===== src/hdl/dot_cfg.svh =====
/*
 * Dot-product engine configuration
 * Operand, frame length and accumulator widths, plus the depth of the
 * product pipeline
 */

`ifndef DOT_CFG_SVH
`define DOT_CFG_SVH

// Signed operand width
`define DOT_DATA_W 8

// Frame length width, a frame holds 1 to 63 items
`define DOT_LEN_W 6

// Signed accumulator width, wraps on overflow
`define DOT_ACC_W 24

// Depth of the product delay line, 1 or more
`define DOT_MUL_STAGES 3

`endif


===== src/hdl/dot_pkg.sv =====
/*
 * Dot-product engine types
 * Opcode and state enums, the sample pair and the product record that
 * travels down the multiplier delay line
 */

`include "dot_cfg.svh"

package dot_pkg;

  // ------------------------------------------------------------------------
  // Enums
  // ------------------------------------------------------------------------

  // Per-item operation on the product
  typedef enum logic {
    OP_ADD = 1'b0,
    OP_SUB = 1'b1
  } dot_op_e;

  // Frame sequencer states
  typedef enum logic [1:0] {
    ST_IDLE  = 2'd0,
    ST_RUN   = 2'd1,
    ST_DRAIN = 2'd2
  } dot_state_e;

  // ------------------------------------------------------------------------
  // Structs
  // ------------------------------------------------------------------------

  // Input sample, opcode plus two signed operands (17 bits)
  typedef struct packed {
    dot_op_e                        op;
    logic signed [`DOT_DATA_W-1:0]  a;
    logic signed [`DOT_DATA_W-1:0]  b;
  } dot_sample_t;

  // Product in flight, opcode plus full-width signed product (17 bits)
  typedef struct packed {
    dot_op_e                          op;
    logic signed [2*`DOT_DATA_W-1:0]  prod;
  } dot_product_t;

endpackage


===== src/hdl/br_delay_valid.sv =====
/*
 * Valid-qualified delay line
 * Delays a valid and its data by NumStages registers. Valid bits are
 * reset, data bits only load when the stage feeding them is valid.
 */

module br_delay_valid #(
  parameter int Width     = 1,
  parameter int NumStages = 0
) (
  input  logic                           clk,
  input  logic                           reset,
  input  logic                           in_valid,
  input  logic [Width-1:0]               in,
  output logic                           out_valid,
  // Last stage, NumStages cycles after the input
  output logic [Width-1:0]               out,
  // Per-stage view, index 0 is the input itself
  output logic [NumStages:0]             out_valid_stages,
  output logic [NumStages:0][Width-1:0]  out_stages
);

  logic [NumStages:0]            stage_valid;
  logic [NumStages:0][Width-1:0] stage;

  // Stage 0 is the raw input
  assign stage_valid[0] = in_valid;
  assign stage[0]       = in;

  // Loop is empty with zero stages, which leaves a pass-through
  for (genvar i = 1; i <= NumStages; i++) begin : gen_stages
    // Valid pipe, cleared by reset
    always_ff @(posedge clk) begin
      if (reset) begin
        stage_valid[i] <= 1'b0;
      end else begin
        stage_valid[i] <= stage_valid[i-1];
      end
    end

    // Data pipe, holds unless the previous stage carries an item
    always_ff @(posedge clk) begin
      if (stage_valid[i-1]) begin
        stage[i] <= stage[i-1];
      end
    end
  end

  assign out_valid        = stage_valid[NumStages];
  assign out              = stage[NumStages];
  assign out_valid_stages = stage_valid;
  assign out_stages       = stage;

endmodule


===== src/hdl/dot_sequencer.sv =====
/*
 * Frame sequencer
 * Starts a frame on a nonzero-length start, gates sample acceptance and
 * pulses done once the final product has been accumulated
 */

`include "dot_cfg.svh"

module dot_sequencer import dot_pkg::*; (
  input  logic                  clk,
  input  logic                  reset,
  input  logic                  start,
  input  logic [`DOT_LEN_W-1:0] frame_len,
  input  logic                  last_in,
  input  logic                  last_out,
  output logic                  load,
  output logic                  accept,
  output logic                  busy,
  output logic                  done
);

  dot_state_e state;
  dot_state_e state_next;

  // Start only counts in idle, zero length is refused
  assign load = (state == ST_IDLE) && start && (frame_len != '0);

  // ------------------------------------------------------------------------
  // Next state
  // ------------------------------------------------------------------------
  always_comb begin
    state_next = state;
    case (state)
      ST_IDLE: begin
        if (load) state_next = ST_RUN;
      end
      // Final sample taken, wait for its product
      ST_RUN: begin
        if (last_in) state_next = ST_DRAIN;
      end
      ST_DRAIN: begin
        if (last_out) state_next = ST_IDLE;
      end
      default: state_next = ST_IDLE;
    endcase
  end

  // ------------------------------------------------------------------------
  // State and done registers
  // ------------------------------------------------------------------------
  always_ff @(posedge clk) begin
    if (reset) begin
      state <= ST_IDLE;
      done  <= 1'b0;
    end else begin
      state <= state_next;
      // Lands in the cycle after the last product, same edge as idle
      done  <= (state == ST_DRAIN) && last_out;
    end
  end

  assign accept = (state == ST_RUN);
  assign busy   = (state != ST_IDLE);

endmodule


===== src/hdl/dot_counter.sv =====
/*
 * Frame item counters
 * Holds the frame length and counts accepted samples and emerging
 * products, flagging the item that completes each count
 */

`include "dot_cfg.svh"

module dot_counter import dot_pkg::*; (
  input  logic                  clk,
  input  logic                  reset,
  input  logic                  load,
  input  logic [`DOT_LEN_W-1:0] frame_len,
  input  logic                  accept,
  input  logic                  sample_valid,
  input  logic                  prod_valid,
  output logic                  last_in,
  output logic                  last_out
);

  logic [`DOT_LEN_W-1:0] len_q;
  logic [`DOT_LEN_W-1:0] in_count;
  logic [`DOT_LEN_W-1:0] out_count;
  logic [`DOT_LEN_W-1:0] in_next;
  logic [`DOT_LEN_W-1:0] out_next;
  logic                  take;

  // Sample is taken only inside a frame
  assign take     = accept && sample_valid;
  assign in_next  = in_count + 1'b1;
  assign out_next = out_count + 1'b1;

  always_ff @(posedge clk) begin
    if (reset) begin
      len_q     <= '0;
      in_count  <= '0;
      out_count <= '0;
    end else if (load) begin
      // New frame, both counts restart
      len_q     <= frame_len;
      in_count  <= '0;
      out_count <= '0;
    end else begin
      if (take)       in_count  <= in_next;
      if (prod_valid) out_count <= out_next;
    end
  end

  // Item number len_q completes the count
  assign last_in  = take && (in_next == len_q);
  assign last_out = prod_valid && (out_next == len_q);

endmodule


===== src/hdl/dot_mac.sv =====
/*
 * Multiply-accumulate datapath
 * Signed multiply of each accepted pair, a delay line standing in for a
 * pipelined multiplier, then a wrapping signed accumulator
 */

`include "dot_cfg.svh"

module dot_mac import dot_pkg::*; (
  input  logic                         clk,
  input  logic                         reset,
  input  logic                         load,
  input  logic                         accept,
  input  logic                         sample_valid,
  input  dot_sample_t                  sample,
  output logic                         prod_valid,
  output logic signed [`DOT_ACC_W-1:0] result
);

  dot_product_t                 prod_in;
  dot_product_t                 prod_out;
  logic                         take;
  logic signed [`DOT_ACC_W-1:0] prod_ext;
  logic signed [`DOT_ACC_W-1:0] acc;

  // ------------------------------------------------------------------------
  // Multiply stage
  // ------------------------------------------------------------------------
  assign take         = accept && sample_valid;
  assign prod_in.op   = sample.op;
  // Both operands signed, full 16-bit product
  assign prod_in.prod = sample.a * sample.b;

  // Opcode rides along with its product
  br_delay_valid #(
    .Width     ($bits(dot_product_t)),
    .NumStages (`DOT_MUL_STAGES)
  ) mul_delay_i (
    .clk              (clk),
    .reset            (reset),
    .in_valid         (take),
    .in               (prod_in),
    .out_valid        (prod_valid),
    .out              (prod_out),
    .out_valid_stages (),
    .out_stages       ()
  );

  // ------------------------------------------------------------------------
  // Accumulate stage
  // ------------------------------------------------------------------------

  // Sign extension to accumulator width
  assign prod_ext = prod_out.prod;

  always_ff @(posedge clk) begin
    if (reset || load) begin
      acc <= '0;
    end else if (prod_valid) begin
      // No saturation, sum wraps
      if (prod_out.op == OP_SUB) acc <= acc - prod_ext;
      else                       acc <= acc + prod_ext;
    end
  end

  // Held until the next load
  assign result = acc;

endmodule


===== src/hdl/dot_engine.sv =====
/*
 * Dot-product engine top level
 * Connects the frame sequencer, the item counters and the MAC datapath
 */

`include "dot_cfg.svh"

module dot_engine import dot_pkg::*; (
  input  logic                         clk,
  input  logic                         reset,
  input  logic                         start,
  input  logic [`DOT_LEN_W-1:0]        frame_len,
  input  logic                         sample_valid,
  input  dot_sample_t                  sample,
  output logic                         busy,
  output logic                         done,
  output logic signed [`DOT_ACC_W-1:0] result
);

  // Control between the blocks
  logic load;
  logic accept;
  logic last_in;
  logic last_out;
  logic prod_valid;

  // ------------------------------------------------------------------------
  // Frame control
  // ------------------------------------------------------------------------
  dot_sequencer sequencer_i (
    .clk       (clk),
    .reset     (reset),
    .start     (start),
    .frame_len (frame_len),
    .last_in   (last_in),
    .last_out  (last_out),
    .load      (load),
    .accept    (accept),
    .busy      (busy),
    .done      (done)
  );

  dot_counter counter_i (
    .clk          (clk),
    .reset        (reset),
    .load         (load),
    .frame_len    (frame_len),
    .accept       (accept),
    .sample_valid (sample_valid),
    .prod_valid   (prod_valid),
    .last_in      (last_in),
    .last_out     (last_out)
  );

  // ------------------------------------------------------------------------
  // Datapath
  // ------------------------------------------------------------------------
  dot_mac mac_i (
    .clk          (clk),
    .reset        (reset),
    .load         (load),
    .accept       (accept),
    .sample_valid (sample_valid),
    .sample       (sample),
    .prod_valid   (prod_valid),
    .result       (result)
  );

endmodule


===== config.mk =====
export PLATFORM = sky130hd
export DESIGN_NAME = dot_engine
export DESIGN_NICKNAME = d
export VERILOG_FILES = /design/src/hdl/dot_pkg.sv /design/src/hdl/br_delay_valid.sv /design/src/hdl/dot_sequencer.sv /design/src/hdl/dot_counter.sv /design/src/hdl/dot_mac.sv /design/src/hdl/dot_engine.sv
export VERILOG_INCLUDE_DIRS = /design/src /design/src/hdl
export SDC_FILE = /design/constraint.sdc
export NUM_CORES = 1
export LEC_CHECK = 0
export ABC_CLOCK_PERIOD_IN_PS = 8900
export BUFFER_PORTS_ARGS = -buffer_cell sky130_fd_sc_hd__buf_4
export CORE_MARGIN = 2
export CORE_UTILIZATION = 65
export DETAILED_ROUTE_END_ITERATION = 6
export PLACE_DENSITY = 0.85
export SYNTH_ARGS = -nofsm -noshare
export SYNTH_HDL_FRONTEND = slang
export SYNTH_SLANG_ARGS = --single-unit

===== constraint.sdc =====
create_clock -name clk -period 8.9 [get_ports clk]
set_input_delay 0.445 -clock clk [delete_from_list [all_inputs] [get_ports clk]]
set_output_delay 0.445 -clock clk [all_outputs]
set_load 0.01 [all_outputs]

## After elaboration in Yosys (flattened, before gate mapping)

Cells that the tools add are included.

| cells by class | value |
|---|---|
| reductions and logical operators | 12 |
| $add $sub $neg | 4 |
| mux-type cells | 5 |
| multipliers | 1 |
| equal/unequal tests | 7 |

Operator list:

| cell | count |
|---|---|
| 24-bit by 16-bit adder with 24-bit output | 1 |
| 24-bit two-way mux | 1 |
| 24-bit by 16-bit subtractor with 24-bit output | 1 |
| 8-bit by 8-bit multiplier with 16-bit output | 1 |
| 6-bit by 1-bit adder with 6-bit output (second input constant) | 2 |
| 6-bit == test | 2 |
| 1-bit logical AND | 6 |
| 2-bit two-way mux | 3 |
| 2-bit one-hot mux with 3 select lines | 1 |
| 6-bit nonzero test | 1 |
| 2-bit by 1-bit inequality test with 1-bit output (second input constant) | 2 |
| 3-bit AND reduction | 1 |
| 2-bit by 1-bit == test with 1-bit output (second input constant) | 1 |
| 2-bit == test (second input constant) | 1 |
| 2-bit logical NOT | 1 |
| 2-bit inequality test (second input constant) | 1 |
| 2-bit nonzero test | 1 |
| 2-bit OR reduction | 1 |
| 1-bit logical OR | 1 |

| storage, ports and cells | value |
|---|---|
| logic and storage cells | 41 |
| register bits after elaboration | 99 |
| bits of input ports | 27 |
| output and inout port bits | 26 |

## Longest topological paths before layout

| logic depth | value |
|---|---|
| word-level depth | 5 |
| gate-level depth with buffers | 18 |
| mapped depth without buffers | 18 |

## By module

A second synthesis with hierarchy kept.

| unflattened totals | value |
|---|---|
| cell total of the unflattened synthesis | 829 |
| area total of the unflattened synthesis | 7945.1 um^2 |

Modules (own cells, without submodules):

| module | instances | cells each | seq. area each (um^2) | area an instance (um^2) |
|---|---|---|---|---|
| dot_mac | 1 | 615 | 480.5 | 4981.0 |
| br_delay_valid | 1 | 93 | 1591.5 | 1880.6 |
| dot_counter | 1 | 105 | 360.3 | 940.9 |
| dot_sequencer | 1 | 16 | 60.1 | 142.6 |

## Worst setup path before layout

No wires, ideal clock.

| timing | value |
|---|---|
| path type | input-to-reg |
| from | in sample[3] (netlist name) |
| to | reg mac_i.mul_delay_i.stage (netlist bit mac_i.mul_delay_i.out_stages[32]), data pin |
| path slack | 4.403 ns |
| stages on the path | 15 |
| buffers on the path | 0 |
| required time | 8.770 ns |
| arrival time | 4.367 ns |
| setup time | 0.130 ns |
| cells stage by stage | and2_1 -> fa_1 -> inv_1 -> fa_1 -> inv_1 -> fa_1 -> inv_1 -> fa_1 -> inv_1 -> ha_1 -> and3_1 -> a211oi_1 -> a21oi_1 -> or3_1 -> nand2_1 |

| between the ends | value |
|---|---|
| longest elaborated chain between the ends | 1 |

RTL lines:

| element | line | text |
|---|---|---|
| start, declared | dot_engine.sv:14 | `input dot_sample_t sample,` |
| 8-bit by 8-bit multiplier with 16-bit output | dot_mac.sv:32 | `assign prod_in.prod = sample.a * sample.b;` |
| via mac_i.mul_delay_i.in[15] | br_delay_valid.sv:14 | `input logic [Width-1:0] in,` |
| end signal, assigned by index | br_delay_valid.sv:44 | `stage[i] <= stage[i-1];` |
| end, declared | br_delay_valid.sv:24 | `logic [NumStages:0][Width-1:0] stage;` |

The timed path passes the listed nets, and every way through them passes these cells.
A chain may end at the register's enable or synchronous reset.

## Worst setup path after layout

Ends and elaborated chain as after synthesis.

==> out/results.txt <==
Outcome - completed
R2R setup slack - 5160 ps
Post-synth top cells - inv_1, nor2_1, fa_1, ha_1
Hold Crit Endpoint - mac_i.mul_delay_i.out_stages[33]
ANT nets after route - 0
Final Hold Fails - 0
HPWL after DPL - 11200 um
CP Class - in -> reg
Register area share after synthesis - 32.8%
HP Start - sample[16]
Yosys cell types - 54
Mean Syn Cell Area - 9.82 sq um
First-pass GRT wire length - 25800 um
RSZ-0062 raised after global routing - false
Gpl congestion - 0.913
CTS root buffer - clkbuf_16
Post-CTS sizing - 0
CTS Hold Bufs - 0
H-tree Lvls - 3
Hold slack final - 284 ps
Die Span Y - 112 um
Antenna violations before repair - 0
Cells after synthesis - 773
Fin area - 0.00840 sq mm
Worst Reg-to-Reg Cells - 14
CTS tree - done
WP data arrival - 4790 ps
Mean routed wirelength per cell - 15.3 um
Post-route insts no fill - 969
Port Buffers - 52
Tmin final - 4570 ps
Setup violations, final - 0
FF+latch area - 0.00249 sq mm
Largest net degree at the start of global routing - 40
Max frequency - 0.219 GHz
Cells after DPL - 953
Longest Clk Path Bufs - 2
EDFF count, synth - 51
Num CTS Buffers - 9
Via Count - 5485
Synth Warn # - 0
Layout cell share with drive strength beyond 1 - 10.4%
CP max FO - 8
Core ar. - 0.0114 sq mm
Clk_skew - 13.8 ps
Worst r2r src - mac_i.mul_delay_i.out[5]
Vias per cell - 5.66
PD cells - 193 mW/mm^2
Total global routing overflow - 0
Most numerous cell in the Yosys netlist - inv_1
Vias in the first global route - 5605
#FFs+latches synth - 99
Req. time, crit path - 9120 ps
Main synth FF type - edfxtp_1
Hold crit path type - in -> reg
Fin. max-slew vios - 0
Least-Margin Pin Slew - 816 ps
GRT Util Overall - 25.2%
Initial drt markers - 268
Placed cell area - 0.00808 sq mm
# nets final - 959
Max_slew headroom - 45.6%
Cell depth of the worst hold path - 1
Final TNS setup - 0 ps
Reg2reg end - mac_i.result[23]
CP endpoint kind - flip-flop
Leak pwr - 3.60 nW
Clock slew at reported path FFs - 70 ps
Async set or reset register ratio after synthesis - 0%
Full die area - 0.0126 sq mm
Final WL - 14800 um
Yosys top cell area share - 20.2%
Row Count - 39
Cell accounting for the most synthesized area - edfxtp_1
Clock latency on the worst-skew pair - 350 ps
Cell types occupying the most area after synthesis - edfxtp_1, fa_1, dfxtp_1
Net Count, Synth - 911
Max-cap violations - 0
Die Span X - 112 um
TritonCTS Sinks - 99
Fillers - 811
Crit start category - input pin
ANT cells - 0
Multi-input logic area - 0.00463 sq mm
# IOs - 53
Area Overhead vs Synth - 10.8%
Pre-Repair DR Iteration Count - 5
IR Drop Worst-Case VDD - 0.137 mV
CP Launch Point - sample[3]
Fin crit share - 51.4%
Post-Syn Area - 0.00759 sq mm
DRC - 0
Post-CTS Setup Bufs - 0
Initial Util - 66.5%
[worst max path at each step]
stage                                  endpoint  slack [ps]
2_1_floorplan  mac_i.mul_delay_i.out_stages[32]        4400
3_3_place_gp   mac_i.mul_delay_i.out_stages[32]        4120
3_5_place_dp   mac_i.mul_delay_i.out_stages[32]        3990
4_1_cts        mac_i.mul_delay_i.out_stages[32]        4350
5_1_grt        mac_i.mul_delay_i.out_stages[32]        3950
6_report       mac_i.mul_delay_i.out_stages[32]        4330
[power breakdown]
| part | total (mW) | leakage [nW] | switching (mW) | internal [mW] |
|---|---|---|---|---|
| Clock | 0.405 | 0.157 | 0.189 | 0.216 |
| Sequential | 0.559 | 0.853 | 0.0137 | 0.545 |
| Combinational | 0.656 | 2.59 | 0.364 | 0.292 |
[sequential cells by signal (all words and copies together), names as in the netlist]
register / flops
counter_i.in_count: 6
counter_i.len_q: 6
counter_i.out_count: 6
mac_i.mul_delay_i.out: 17
mac_i.mul_delay_i.out_stages: 34
mac_i.mul_delay_i.out_valid: 1
mac_i.mul_delay_i.out_valid_stages: 2
mac_i.result: 24
sequencer_i.done: 1
sequencer_i.state: 2
[stage by stage]
stage	worst slack (ps)	power (mW)	utilization, %
6_report	4330	1.62	73.6
2_1_floorplan	4400	1.07	-
3_5_place_dp	3990	1.21	70.8
4_1_cts	4350	1.63	73.6
3_3_place_gp	4120	1.16	70.8
5_1_grt	3950	1.74	73.6
[area by class of cell]
class	instances	share of cell area [%]
well taps	143	2.13
clock buffers	10	2.98
flip-flops and latches	99	29.7
multi-input cells	557	55.1
inverters	101	4.51
repair buffers	53	4.73
clock inverters	6	0.863
[cells by family after synthesis]
family,synth area share (%)
fa+ha+maj,23.8
flops,32.8
simple gates,16.0
buf+inv,6.10
compound gates,9.71
xor+xnor,8.43
mux,3.07
[cell usage in the layout (no fill, tap or decap), types with 3 or more instances in the layout]
cell,Yosys,final
inv_1,100,100
nor2_1,62,62
fa_1,56,56
ha_1,55,55
buf_4,1,53
xnor2_1,51,51
edfxtp_1,51,51
a21oi_1,50,50
dfxtp_1,48,48
nand2_1,46,46
and2_1,46,46
xor2_1,22,22
mux2i_1,21,21
o21ai_0,19,19
nor2b_1,15,15
nor3_1,11,11
clkbuf_16,0,10
a21o_1,8,8
nand2b_1,7,7
and3_1,7,7
nand3_1,7,7
a31oi_1,7,7
o211ai_1,6,6
nand4_1,6,6
a211oi_1,5,5
o21bai_1,5,5
nand3b_1,4,4
o21ai_1,4,4
o21a_1,3,3
nand4b_1,3,3
a41o_2,3,3
[metal layers]
metal  part of all wire, %  global-route usage, %
met2                    53                   46.2
met3                   3.6                   3.40
met4                   2.0                   8.46
met5                     0                      0
met1                    41                   30.6
[critical path, stage by stage]
cell and delay, ps:
buf_4 140, and2_1 200, fa_1 620, inv_1 150, fa_1 550, inv_1 60
fa_1 520, inv_1 50, fa_1 520, inv_1 40, ha_1 350, and3_1 170
a211oi_1 370, a21oi_1 170, or3_1 370, nand2_1 60
(Power assumes the default switching activity.)
